`config.mk`:
```
export PLATFORM = sky130hd
export DESIGN_NAME = dmm_ctl_top
export DESIGN_NICKNAME = d
export VERILOG_FILES = /design/src/rtl/dmm_ctl_pkg.sv /design/src/rtl/spi_register_bank.sv /design/src/rtl/az_modulator.sv /design/src/rtl/mode_select.sv /design/src/rtl/dmm_ctl_top.sv
export SDC_FILE = /design/constraint.sdc
export NUM_CORES = 1
export LEC_CHECK = 0
export ABC_AREA = 1
export BUFFER_PORTS_ARGS = -buffer_cell sky130_fd_sc_hd__buf_2
export CORE_ASPECT_RATIO = 1.4
export CORE_UTILIZATION = 44
export CTS_CLUSTER_DIAMETER = 50
export CTS_CLUSTER_SIZE = 14
export DETAILED_ROUTE_END_ITERATION = 8
export SKIP_LAST_GASP = 1
export SLEW_MARGIN = 20
export SYNTH_ARGS = -nofsm -noshare
export SYNTH_HDL_FRONTEND = slang
export SYNTH_SLANG_ARGS = --single-unit
```
`constraint.sdc`:
```
create_clock -name clk -period 3.2 [get_ports clk]
set_input_delay 0.32 -clock clk [delete_from_list [all_inputs] [get_ports clk]]
set_output_delay 0.32 -clock clk [all_outputs]
set_load 0.02 [all_outputs]
```
`src/rtl/dmm_ctl_pkg.sv`:
```
/*
  dmm control core shared definitions
  widths, vector types, bit positions in the conditioning vector,
  host register numbers and the output mode codes
*/

`default_nettype none

package dmm_ctl_pkg;

  //////////////////////////////////////////////////////////////////////
  // widths and vector types

  localparam int COND_BITS = 29;                  // 4x4 mux + 8 mon + 5 singles

  typedef logic [COND_BITS-1:0] cond_vec_t;       // full conditioning output
  typedef logic [31:0]          reg_word_t;       // host register word
  typedef logic [7:0]           reg_addr_t;       // bit 7 read flag, 6..0 register
  typedef logic [3:0]           mux_ctl_t;        // {en, a2, a1, a0}
  typedef logic [7:0]           monitor_t;        // mon7..mon0

  // output mode codes, 4, 6 and 7 fall through to zeros
  typedef enum logic [2:0] {
    MODE_LED     = 3'd0,    // mcu owns the led only
    MODE_ONES    = 3'd1,
    MODE_PATTERN = 3'd2,    // free running counter
    MODE_DIRECT  = 3'd3,    // register image straight to pins
    MODE_AZ      = 3'd5     // auto-zero sequencer
  } mode_t;

  //////////////////////////////////////////////////////////////////////
  // bit positions in cond_vec_t, lsb of each field

  localparam int IDX_AZMUX         = 0;     // 0..3
  localparam int IDX_HIMUX         = 4;     // 4..7
  localparam int IDX_HIMUX2        = 8;     // 8..11
  localparam int IDX_SIG_PC_SW     = 12;
  localparam int IDX_LED0          = 13;
  localparam int IDX_MONITOR       = 14;    // 14..21
  localparam int IDX_ADCMUX        = 22;    // 22..25
  localparam int IDX_CMPR_LATCH    = 26;
  localparam int IDX_MEAS_COMPLETE = 27;
  localparam int IDX_SPI_INTERRUPT = 28;

  // register numbers, low seven bits of the address byte
  localparam logic [6:0] ADDR_LED             = 7'd7;
  localparam logic [6:0] ADDR_MODE            = 7'd8;
  localparam logic [6:0] ADDR_DIRECT          = 7'd9;
  localparam logic [6:0] ADDR_SAMPLE_DURATION = 7'd10;

  // azmux enabled on channel 0, the pre-charged signal path
  localparam mux_ctl_t AZMUX_PC = 4'b1000;

  // shortest phase the modulator will run, in clk cycles
  localparam int MIN_SAMPLE_DURATION = 2;

endpackage

`default_nettype wire

```
`src/rtl/spi_register_bank.sv`:
```
/*
  spi register bank
  oversamples the host spi pins in the clk domain, shifts 40 bit frames
  (address byte then data word) and holds the four host registers
*/

`default_nettype none

module spi_register_bank #(
  parameter int SYNC_STAGES = 2
) (
  input  logic                   clk,
  input  logic                   reset,
  input  logic                   spi_clk,
  input  logic                   spi_cs,     // active low
  input  logic                   spi_mosi,
  output logic                   spi_miso,
  output dmm_ctl_pkg::reg_word_t reg_led,
  output dmm_ctl_pkg::reg_word_t reg_mode,
  output dmm_ctl_pkg::reg_word_t reg_direct,
  output dmm_ctl_pkg::reg_word_t reg_sample_duration
);
  import dmm_ctl_pkg::*;

  localparam logic [5:0] FRAME_BITS = 6'd40;
  localparam logic [5:0] ADDR_BITS  = 6'd8;

  logic [SYNC_STAGES-1:0] sclk_sync;
  logic [SYNC_STAGES-1:0] cs_sync;
  logic [SYNC_STAGES-1:0] mosi_sync;
  logic      sclk_s, cs_s, mosi_s;        // synchronized pins
  logic      sclk_d, cs_d;                // one cycle behind for edge detect
  logic      sclk_rise, sclk_fall, cs_rise;
  logic      selected;

  logic [5:0] bit_cnt;                    // bits seen in this frame
  logic       overrun;                    // set past 40 clocks to drop the frame
  reg_word_t  rx_q;                       // incoming shift register
  reg_addr_t  addr_q;                     // latched address byte
  reg_addr_t  next_addr;
  reg_word_t  read_word;
  reg_word_t  tx_q;                       // outgoing shift register
  logic       miso_q;
  logic       write_en;

  //////////////////////////////////////////////////////////////////////
  // pin synchronizers and edge detect

  always_ff @(posedge clk)
  begin
    if (reset)
    begin
      sclk_sync <= '0;
      cs_sync   <= '1;                    // come up deselected
      mosi_sync <= '0;
      sclk_d    <= 1'b0;
      cs_d      <= 1'b1;
    end
    else
    begin
      sclk_sync[0] <= spi_clk;
      cs_sync[0]   <= spi_cs;
      mosi_sync[0] <= spi_mosi;
      for (int i = 1; i < SYNC_STAGES; i++)
      begin
        sclk_sync[i] <= sclk_sync[i-1];
        cs_sync[i]   <= cs_sync[i-1];
        mosi_sync[i] <= mosi_sync[i-1];
      end
      sclk_d <= sclk_s;
      cs_d   <= cs_s;
    end
  end

  assign sclk_s    = sclk_sync[SYNC_STAGES-1];
  assign cs_s      = cs_sync[SYNC_STAGES-1];
  assign mosi_s    = mosi_sync[SYNC_STAGES-1];
  assign sclk_rise = sclk_s & ~sclk_d;    // mosi sample point
  assign sclk_fall = ~sclk_s & sclk_d;    // miso launch point
  assign cs_rise   = cs_s & ~cs_d;        // end of frame
  assign selected  = ~cs_s;

  //////////////////////////////////////////////////////////////////////
  // frame shifter

  always_ff @(posedge clk)
  begin
    if (reset || !selected)
    begin
      bit_cnt <= '0;
      overrun <= 1'b0;
    end
    else if (sclk_rise)
    begin
      if (bit_cnt == FRAME_BITS)
        overrun <= 1'b1;                  // hold count and mark frame bad
      else
        bit_cnt <= bit_cnt + 6'd1;
    end
  end

  assign next_addr = {rx_q[6:0], mosi_s}; // address byte as its last bit lands

  always_ff @(posedge clk)
  begin
    if (selected && sclk_rise && bit_cnt != FRAME_BITS)
    begin
      rx_q <= {rx_q[30:0], mosi_s};
      if (bit_cnt == ADDR_BITS - 6'd1)
        addr_q <= next_addr;
    end
  end

  // readback source where unknown numbers give zero
  always_comb
  begin
    case (next_addr[6:0])
      ADDR_LED:             read_word = reg_led;
      ADDR_MODE:            read_word = reg_mode;
      ADDR_DIRECT:          read_word = reg_direct;
      ADDR_SAMPLE_DURATION: read_word = reg_sample_duration;
      default:              read_word = '0;
    endcase
  end

  // snapshot at end of address byte then shift msb first on falling edges
  always_ff @(posedge clk)
  begin
    if (selected && sclk_rise && bit_cnt == ADDR_BITS - 6'd1)
      tx_q <= read_word;
    else if (selected && sclk_fall && bit_cnt >= ADDR_BITS && bit_cnt < FRAME_BITS)
      tx_q <= {tx_q[30:0], 1'b0};
  end

  always_ff @(posedge clk)
  begin
    if (reset || !selected)
      miso_q <= 1'b0;                     // low whenever deselected
    else if (sclk_fall)
      miso_q <= (bit_cnt >= ADDR_BITS && bit_cnt < FRAME_BITS) ? tx_q[31] : 1'b0;
  end

  assign spi_miso = miso_q;

  //////////////////////////////////////////////////////////////////////
  // host registers

  // only a clean 40 bit write frame commits
  assign write_en = cs_rise && bit_cnt == FRAME_BITS && !overrun && !addr_q[7];

  always_ff @(posedge clk)
  begin
    if (reset)
    begin
      reg_led             <= '0;
      reg_mode            <= '0;
      reg_direct          <= '0;
      reg_sample_duration <= '0;
    end
    else if (write_en)
    begin
      case (addr_q[6:0])
        ADDR_LED:             reg_led             <= rx_q;
        ADDR_MODE:            reg_mode            <= rx_q;
        ADDR_DIRECT:          reg_direct          <= rx_q;
        ADDR_SAMPLE_DURATION: reg_sample_duration <= rx_q;
        default:              ;               // unknown number is ignored
      endcase
    end
  end

  a_bit_cnt_bound: assert property (@(posedge clk) disable iff (reset)
    selected |-> bit_cnt <= FRAME_BITS);

  // registers hold while the host has the chip selected
  a_regs_stable_in_frame: assert property (@(posedge clk) disable iff (reset)
    !spi_cs |=> $stable({reg_led, reg_mode, reg_direct, reg_sample_duration}));

endmodule

`default_nettype wire

```
`src/rtl/az_modulator.sv`:
```
/*
  auto-zero modulator
  alternates a signal phase (pre-charge switch on, azmux on the
  pre-charged path) and a lo phase (azmux from the direct register),
  flagging the end of every lo phase as a finished measurement
*/

`default_nettype none

module az_modulator #(
  parameter int MODULATOR_COUNT_BITS = 32
) (
  input  logic                   clk,
  input  logic                   reset,
  input  dmm_ctl_pkg::mux_ctl_t  azmux_lo_val,      // azmux code for lo phase
  input  dmm_ctl_pkg::reg_word_t sample_duration,   // clk cycles per phase
  output logic                   sig_pc_sw_ctl,
  output logic                   led0,
  output logic                   meas_complete,
  output dmm_ctl_pkg::mux_ctl_t  azmux,
  output dmm_ctl_pkg::monitor_t  monitor
);
  import dmm_ctl_pkg::*;

  typedef logic [MODULATOR_COUNT_BITS-1:0] count_t;

  typedef enum logic {
    SIG,                  // sampling the pre-charged signal
    LO                    // sampling lo through azmux
  } phase_t;

  phase_t state;
  count_t phase_cnt;      // cycles into the current phase
  count_t dur_q;          // length of the current phase
  count_t dur_raw;
  count_t dur_next;
  logic   phase_last;
  logic   led_q;

  //////////////////////////////////////////////////////////////////////
  // phase length, clamped to the minimum

  assign dur_raw  = count_t'(sample_duration);
  assign dur_next = (dur_raw < count_t'(MIN_SAMPLE_DURATION))
                  ? count_t'(MIN_SAMPLE_DURATION)
                  : dur_raw;

  assign phase_last = (phase_cnt == dur_q - count_t'(1));

  //////////////////////////////////////////////////////////////////////
  // phase sequencer

  always_ff @(posedge clk)
  begin
    if (reset)
    begin
      state     <= SIG;
      phase_cnt <= '0;
      dur_q     <= count_t'(MIN_SAMPLE_DURATION);
    end
    else if (phase_last)
    begin
      state     <= (state == SIG) ? LO : SIG;   // no gap between phases
      phase_cnt <= '0;
      dur_q     <= dur_next;                    // new length each phase
    end
    else
    begin
      phase_cnt <= phase_cnt + count_t'(1);
    end
  end

  // led flips once per measurement, visual heartbeat
  always_ff @(posedge clk)
  begin
    if (reset)
      led_q <= 1'b0;
    else if (meas_complete)
      led_q <= ~led_q;
  end

  //////////////////////////////////////////////////////////////////////
  // outputs, decoded from the phase

  assign sig_pc_sw_ctl = (state == SIG);
  assign azmux         = (state == SIG) ? AZMUX_PC : azmux_lo_val;
  assign meas_complete = (state == LO) && phase_last;  // last lo cycle
  assign led0          = led_q;

  // mon0 phase, mon1 measurement strobe, rest spare
  assign monitor = {6'b000000, meas_complete, (state == LO)};

  a_phase_cnt_bound: assert property (@(posedge clk) disable iff (reset)
    phase_cnt < dur_q);

endmodule

`default_nettype wire

```
`src/rtl/mode_select.sv`:
```
/*
  output mode selector
  builds the auto-zero conditioning vector, runs the test pattern counter
  and registers the source picked by the mode onto the board pins
*/

`default_nettype none

module mode_select (
  input  logic                   clk,
  input  logic                   reset,
  input  dmm_ctl_pkg::mode_t     mode,
  input  dmm_ctl_pkg::reg_word_t reg_led,
  input  dmm_ctl_pkg::reg_word_t reg_direct,
  input  logic                   az_sig_pc_sw_ctl,
  input  logic                   az_led0,
  input  logic                   az_meas_complete,
  input  dmm_ctl_pkg::mux_ctl_t  az_azmux,
  input  dmm_ctl_pkg::monitor_t  az_monitor,
  output dmm_ctl_pkg::mux_ctl_t  azmux,
  output dmm_ctl_pkg::mux_ctl_t  himux,
  output dmm_ctl_pkg::mux_ctl_t  himux2,
  output dmm_ctl_pkg::mux_ctl_t  adcmux,
  output logic                   sig_pc_sw_ctl,
  output logic                   led0,
  output logic                   cmpr_latch_ctl,
  output logic                   meas_complete_ctl,
  output logic                   spi_interrupt_ctl,
  output dmm_ctl_pkg::monitor_t  monitor
);
  import dmm_ctl_pkg::*;

  cond_vec_t pattern_q;   // test pattern, walks every pin
  cond_vec_t led_vec;
  cond_vec_t az_vec;
  cond_vec_t cond_q;      // registered pin image

  always_ff @(posedge clk)
  begin
    if (reset)
      pattern_q <= '0;
    else
      pattern_q <= pattern_q + 1'b1;      // wraps mod 2^29
  end

  // mcu led only, everything else parked low
  always_comb
  begin
    led_vec           = '0;
    led_vec[IDX_LED0] = reg_led[0];
  end

  // modulator drives switching, himux/adcmux/latch/irq pass from direct
  assign az_vec[IDX_AZMUX +: 4]       = az_azmux;
  assign az_vec[IDX_HIMUX +: 4]       = reg_direct[IDX_HIMUX +: 4];
  assign az_vec[IDX_HIMUX2 +: 4]      = reg_direct[IDX_HIMUX2 +: 4];
  assign az_vec[IDX_SIG_PC_SW]        = az_sig_pc_sw_ctl;
  assign az_vec[IDX_LED0]             = az_led0;
  assign az_vec[IDX_MONITOR +: 8]     = az_monitor;
  assign az_vec[IDX_ADCMUX +: 4]      = reg_direct[IDX_ADCMUX +: 4];
  assign az_vec[IDX_CMPR_LATCH]       = reg_direct[IDX_CMPR_LATCH];
  assign az_vec[IDX_MEAS_COMPLETE]    = az_meas_complete;
  assign az_vec[IDX_SPI_INTERRUPT]    = reg_direct[IDX_SPI_INTERRUPT];

  ////////////////////////////////////////////////////////////////////////
  // 8-way select, one register stage to the pins

  always_ff @(posedge clk)
  begin
    if (reset)
      cond_q <= '0;
    else
    begin
      case (mode)
        MODE_LED:     cond_q <= led_vec;
        MODE_ONES:    cond_q <= '1;
        MODE_PATTERN: cond_q <= pattern_q;
        MODE_DIRECT:  cond_q <= reg_direct[COND_BITS-1:0];
        MODE_AZ:      cond_q <= az_vec;
        default:      cond_q <= '0;       // 4, 6, 7 unused
      endcase
    end
  end

  assign azmux             = cond_q[IDX_AZMUX +: 4];
  assign himux             = cond_q[IDX_HIMUX +: 4];
  assign himux2            = cond_q[IDX_HIMUX2 +: 4];
  assign sig_pc_sw_ctl     = cond_q[IDX_SIG_PC_SW];
  assign led0              = cond_q[IDX_LED0];
  assign monitor           = cond_q[IDX_MONITOR +: 8];
  assign adcmux            = cond_q[IDX_ADCMUX +: 4];
  assign cmpr_latch_ctl    = cond_q[IDX_CMPR_LATCH];
  assign meas_complete_ctl = cond_q[IDX_MEAS_COMPLETE];
  assign spi_interrupt_ctl = cond_q[IDX_SPI_INTERRUPT];

endmodule

`default_nettype wire

```
`src/rtl/dmm_ctl_top.sv`:
```
/*
  dmm control core top level
  host spi register bank, auto-zero modulator and output mode selector
*/

`default_nettype none

module dmm_ctl_top (
  input  logic                  clk,
  input  logic                  reset,
  // host spi
  input  logic                  spi_clk,
  input  logic                  spi_cs,            // active low
  input  logic                  spi_mosi,
  output logic                  spi_miso,
  // analog conditioning
  output dmm_ctl_pkg::mux_ctl_t azmux,             // u414
  output dmm_ctl_pkg::mux_ctl_t himux,             // u413
  output dmm_ctl_pkg::mux_ctl_t himux2,            // u402
  output dmm_ctl_pkg::mux_ctl_t adcmux,            // u902 current switches
  output logic                  sig_pc_sw_ctl,
  output logic                  led0,
  output dmm_ctl_pkg::monitor_t monitor,
  output logic                  cmpr_latch_ctl,
  output logic                  meas_complete_ctl,
  output logic                  spi_interrupt_ctl
);
  import dmm_ctl_pkg::*;

  reg_word_t reg_led;
  reg_word_t reg_mode;                             // only 2..0 used
  reg_word_t reg_direct;
  reg_word_t reg_sample_duration;

  logic      az_sig_pc_sw_ctl;
  logic      az_led0;
  logic      az_meas_complete;
  mux_ctl_t  az_azmux;
  monitor_t  az_monitor;

  spi_register_bank #(
    .SYNC_STAGES (2)
  ) u_spi_register_bank (
    .clk                 (clk),
    .reset               (reset),
    .spi_clk             (spi_clk),
    .spi_cs              (spi_cs),
    .spi_mosi            (spi_mosi),
    .spi_miso            (spi_miso),
    .reg_led             (reg_led),
    .reg_mode            (reg_mode),
    .reg_direct          (reg_direct),
    .reg_sample_duration (reg_sample_duration)
  );

  az_modulator #(
    .MODULATOR_COUNT_BITS (32)
  ) u_az_modulator (
    .clk             (clk),
    .reset           (reset),
    .azmux_lo_val    (reg_direct[IDX_AZMUX +: 4]),   // lo path chosen by host
    .sample_duration (reg_sample_duration),
    .sig_pc_sw_ctl   (az_sig_pc_sw_ctl),
    .led0            (az_led0),
    .meas_complete   (az_meas_complete),
    .azmux           (az_azmux),
    .monitor         (az_monitor)
  );

  mode_select u_mode_select (
    .clk               (clk),
    .reset             (reset),
    .mode              (mode_t'(reg_mode[2:0])),
    .reg_led           (reg_led),
    .reg_direct        (reg_direct),
    .az_sig_pc_sw_ctl  (az_sig_pc_sw_ctl),
    .az_led0           (az_led0),
    .az_meas_complete  (az_meas_complete),
    .az_azmux          (az_azmux),
    .az_monitor        (az_monitor),
    .azmux             (azmux),
    .himux             (himux),
    .himux2            (himux2),
    .adcmux            (adcmux),
    .sig_pc_sw_ctl     (sig_pc_sw_ctl),
    .led0              (led0),
    .cmpr_latch_ctl    (cmpr_latch_ctl),
    .meas_complete_ctl (meas_complete_ctl),
    .spi_interrupt_ctl (spi_interrupt_ctl),
    .monitor           (monitor)
  );

endmodule

`default_nettype wire

```
# Word-level counts from Yosys, hierarchy flattened
# Index checks and enable logic that the tools add are counted.
# op_classes
add_sub_neg	4
order_cmp	3
n_eq_ne	16
muxes	8
bitwise_logic	10
n_reduce_logical	24
# op_table
cell	count
$pmux 29 s5	1
$pmux 32 s4	1
$mux 32	3
$eq 7x4->1 const B	6
$add 32x1->32 const B	1
$eq 32x32->1	1
$lt 32x2->1 const B	1
$sub 32x1->32 const B	1
$add 29x1->29 const B	1
$eq 7x3->1 const B	2
$reduce_and 2->1	7
$logic_and 1x1->1	11
$not 1->1	7
$add 6x1->6 const B	1
$eq 3x2->1 const B	2
$eq 6x3->1 const B	1
$eq 6x6->1 const B	1
$ge 6x4->1 const B	1
$lt 6x6->1 const B	1
$ne 6x6->1 const B	1
$mux 4	1
$and 1x1->1	3
$eq 3x1->1 const B	1
$eq 3x3->1 const B	1
6 further kinds	8
# word_totals
reg_bits	340
input_bits	5
out_inout_bits	30
wordCells	86

# Depth between registers and ports, before layout
# depth
depth_word	7
ltp_mapped	19
mapped_depth_nobuf	18

# Hierarchy
# From an unflattened synthesis, not the netlist that was laid out.
# hier_totals
hier_cells	2472
area_unflattened_um2	17329.1
# modules_own_cells
module	instances	cells_each	area_each_um2	seq_area_each_um2
spi_register_bank	1	1257	9754.4	5044.8
az_modulator	1	814	4863.4	1321.3
mode_select	1	401	2711.4	1161.1

# Worst setup path before layout
# No wires, ideal clock.
# synth_path
path_type	flip-flop to flip-flop
start	register u_spi_register_bank.bit_cnt[0]
end	register u_spi_register_bank.rx_q[0], enable pin
setup_time_ps	421
arrival_ps	2405
t_required_ps	2779
path_slack_ps	374
path_stages_with_launch	8
path_buffers	0
synth_period_minus_slack_ps	2826
cell_sequence	dfxtp_1 > inv_1 > ha_1 > nand3_1 > nor2_1 > nor2_1 > inv_1 > nor2_1
# synth_between
elab_chain_cells	2
# synth_lines
item	line	text
start: declaration	spi_register_bank.sv:36	logic [5:0] bit_cnt;
start signal: assignment	spi_register_bank.sv:98	bit_cnt <= bit_cnt + 6'd1;
$ne 6x6->1	spi_register_bank.sv:106	if (selected && sclk_rise && bit_cnt != FRAME_BITS)
$logic_and 1x1->1	spi_register_bank.sv:106	
end signal: assignment	spi_register_bank.sv:108	rx_q <= {rx_q[30:0], mosi_s};
end: declaration	spi_register_bank.sv:38	reg_word_t rx_q;
# No other way between the ends.
# A chain may end at the register's enable or synchronous reset.

# Worst setup path in the final report
# layout_path
start	register u_az_modulator.dur_q[0]
end	register u_mode_select.cond_q[27]
# layout_between
elab_chain_cells	4
# layout_lines
item	line	text
start: declaration	az_modulator.sv:34	count_t dur_q;
start signal: assignment	az_modulator.sv:59	dur_q <= count_t'(MIN_SAMPLE_DURATION);
start signal: assignment	az_modulator.sv:65	dur_q <= dur_next;
$sub 32x1->32	az_modulator.sv:48	assign phase_last = (phase_cnt == dur_q - count_t'(1));
$eq 32x32->1	az_modulator.sv:48	
$logic_and 1x1->1	az_modulator.sv:87	assign meas_complete = (state == LO) && phase_last;
$pmux 29 s5	mode_select.sv:74	case (mode)
end signal: assignment	mode_select.sv:75	MODE_LED: cond_q <= led_vec;
end signal: assignment	mode_select.sv:77	MODE_PATTERN: cond_q <= pattern_q;
end signal: assignment	mode_select.sv:78	MODE_DIRECT: cond_q <= reg_direct[COND_BITS-1:0];
end: declaration	mode_select.sv:36	cond_vec_t cond_q;
# No other way between the ends.

==> qor.txt <==
Reg area: 7530 µm²
Final #Nets: 1910
Flop-to-flop setup slack: 250 ps
Worst-path clk slew: 60 ps
Max Buffers Root-to-Sink: 3
Die ar.: 35000 µm²
DP Area: 15800 µm²
Yosys top cell by area: dfxtp_1
Multiplexer share of the synthesized area: 0%
Worst Setup SP: u_az_modulator.dur_q[0]
PD cells: 655 nW/µm²
Arrival time worst endpoint: 3400 ps
GRT overflow: 0
Most frequent cell after synthesis: dfxtp_1
Post-Synth XOR/XNOR Area: 2.73%
Filler Cells Inserted: 3210
Crit path capture type: flip-flop
Finished Cell Area: 16900 µm²
Ant diodes: 0
CP max-delay cell: xor2_1
Crit path kind: flip-flop to flip-flop
Synth Warn #: 0
Post_cts resized: 0
Capture point of the worst reg-to-reg path: u_mode_select.cond_q[27]
Initial antenna violation count: 0
#FFs+latches synth: 340
RSZ-0062 raised after global routing: false
Final wirelength: 43.7 mm
Critical R2R Launch: u_az_modulator.dur_q[0]
Area share of the largest cell type after synthesis: 35.6%
RD Place Congestion: 0.961
Placed Cells: 2305
Slew @ Worst Pin: 919 ps
Period minus WS final: 2950 ps
Setup crit end: u_mode_select.cond_q[27]
# rows: 79
CP max stage delay: 410 ps
Post-Syn Area: 15100 µm²
Worst endpoint required time: 3650 ps
Post-route ant nets: 0
Critical-path cell list: inv_1 > ha_1 > nand2_4 > nor2_8 > nand2_2 > xor2_1 > nand2_1 > nor2_1 > nand2_1 > nor2_1 > nand3_1 > nor2_2 > buf_4 > nand3_1 > a21oi_1
H-tree levels: 2
Core footprint: 33500 µm²
Synth Area in Compound Gates: 16.6%
Top post-synthesis cells by count: dfxtp_1, nand2_1, nor2_1, inv_1, o21ai_0
Worst slack at placement: 243 ps
Largest family of logic cells by synthesized area: simple AND/OR/NAND/NOR gates
TritonCTS clock tree: yes
Post-DP HPWL: 30.8 mm
DRT Pass-1 Iters: 5
Skew final: 28.2 ps
Multi-input gate area: 6460 µm²
Drc violations: 0
Sink Count: 340
Syn Area/Cell: 8.02 µm²
WL/cell: 18.4 µm
Top post-synthesis cells by area: dfxtp_1, edfxtp_1, nand2_1
Root cell of the clock tree: clkbuf_16
Wire length on met3: 1.95 mm
Peak supply drop: 0.543 mV
Iteration-0 DRC Markers: 775
Total power: 11.1 mW
DR vias: 13.0k
EDFF count, synth: 72
Synth Area in Adders: 0.415%
R2R cell count: 15
Top_reg_cell synth: dfxtp_1
Ys async rst share: 0%
Max-capacitance violation count: 0
Setup crit start kind: flip-flop
Initial Util: 45.0%
Synth cell types: 48
Die Y: 221 µm
I/O Pins: 35
Synth Net Count: 1892
Vias in the first global route: 12.6k
Finished Layout Cells: 2371
Metal2 WL: 21.8 mm
Layout cell share with drive strength beyond 1: 8.41%
Port bufs: 34
M1 WL: 18.3 mm
Share of the yosys chip area belonging to registers: 49.9%
Final Cycle Share: 92.3%
Area growth from synthesis to layout: 12.2%
Status: finished, final reports clean
Setup violators final: 0
Hold Crit Class: primary input to flip-flop
Syn Inst Count: 1882
Die span in x: 158 µm
CP Max Fanout: 14
Final slew viol count: 0
PnR worst setup slack: 248 ps
Crit path max-delay family: simple AND/OR/NAND/NOR gates
Largest net degree at the start of global routing: 77
CP Depth: 15
Worst path bufs/invs: 2
Number of vias per cell: 5.46
Skew-Pair Late Insertion Delay: 540 ps
TNS Setup: 0 ps
Max frequency: 0.339 GHz
Leak pwr: 6.62 nW
Slew margin rel.: 38.5%
Cts bufs inserted: 35
First-pass GRT wire length: 68.8 mm
DR top layer: met4
Final hold violation count: 0
Simple logic cell fraction of the synthesized area: 22.9%
All-Layer GR Usage: 25.3%
[worst reg2reg max path, stage by stage (launching register included)]
cell,delay [ps]
dfxtp_1,310
inv_1,120
ha_1,280
nand2_4,120
nor2_8,200
nand2_2,130
xor2_1,410
nand2_1,90
nor2_1,140
nand2_1,100
nor2_1,140
nand3_1,100
nor2_2,110
buf_4,210
nand3_1,200
a21oi_1,190
[cell usage in the layout (no fill, tap or decap), drive strengths merged, types with 6 or more instances in the layout]
| cell type | synthesis | final |
|---|---|---|
| nand3b | 7 | 7 |
| buf | 19 | 68 |
| o22ai | 6 | 6 |
| nand3 | 128 | 128 |
| nor3 | 39 | 39 |
| dfxtp | 268 | 268 |
| xnor2 | 18 | 18 |
| a211oi | 68 | 68 |
| xor2 | 29 | 29 |
| nor2 | 268 | 268 |
| or2 | 7 | 7 |
| nor4 | 13 | 13 |
| clkinv | 3 | 6 |
| a221oi | 49 | 49 |
| inv | 198 | 208 |
| nand4 | 41 | 41 |
| o21ai | 163 | 163 |
| clkbuf | 71 | 50 |
| a21oi | 119 | 119 |
| edfxtp | 72 | 72 |
| nand2 | 267 | 267 |
[power breakdown]
group          switching [mW]  leakage (nW)  total, mW  internal [mW]
Combinational            1.87          3.30       2.69          0.815
Sequential             0.0482          2.80       4.44           4.39
Clock                    1.79         0.528       3.95           2.16
Total                    3.72          6.62       11.1           7.37
[metal layers]
| metal | vias to the layer above | global-route usage, % |
|---|---|---|
| li1 | 6476 | - |
| met1 | 6045 | 30.6 |
| met2 | 344 | 44.2 |
| met3 | 86 | 3.66 |
| met4 | 0 | 10.7 |
| met5 | - | 0 |
[area by class of cell]
class / count / share of cell area (%)
Timing Repair Buffer: 71 / 3.22
Sequential cell: 340 / 44.5
Clock inverter: 13 / 0.710
Inverter: 201 / 4.46
Multi-Input combinational cell: 1251 / 38.2
Clock buffer: 50 / 5.69
Tap cell: 445 / 3.29
[logic make-up after synthesis]
group | after synthesis
XOR/XNOR | 47
buffers and inverters | 291
AND/OR/NAND/NOR | 779
adder cells (fa/ha/maj) | 5
AO/OA/AOI/OAI | 420
flip-flops | 340
[worst min path at each step]
stage / startpoint / endpoint / slack (ps) / cells past startpoint
global route: reset / u_az_modulator.dur_q[22] / 390 / 4
global placement: u_spi_register_bank.sclk_sync[0] / u_spi_register_bank.sclk_sync[1] / 390 / 2
floorplan: u_spi_register_bank.mosi_sync[0] / u_spi_register_bank.mosi_sync[1] / 390 / 2
finish: reset / u_az_modulator.dur_q[22] / 380 / 4
CTS: reset / u_az_modulator.dur_q[22] / 370 / 4
detailed placement: u_spi_register_bank.cs_sync[0] / u_spi_register_bank.cs_sync[1] / 400 / 1
[registers in the layout, summed over array words and instances (netlist names), 6 cells and up]
name	flops
u_spi_register_bank.rx_q	32
u_az_modulator.dur_q	32
u_spi_register_bank.reg_sample_duration	32
u_spi_register_bank.addr_q	8
u_mode_select.pattern_q	29
u_mode_select.cond_q	29
u_spi_register_bank.tx_q	32
u_spi_register_bank.reg_direct	32
u_spi_register_bank.bit_cnt	6
u_spi_register_bank.reg_led	32
u_spi_register_bank.reg_mode	32
u_az_modulator.phase_cnt	32
[per-stage QoR]
step / utilization, % / hold WS (ps)
2_1_floorplan: - / 388
3_3_place_gp: 47.2 / 394
3_5_place_dp: 47.2 / 398
4_1_cts: 50.5 / 366
5_1_grt: 50.5 / 386
6_report: 50.5 / 381
[what timing repair did]
item	4_1_cts	5_1_grt
hold endpoints to repair	3	0
buffers inserted	0	0
hold buffers	3	0
Note: power is estimated with default switching activity, not from simulation.
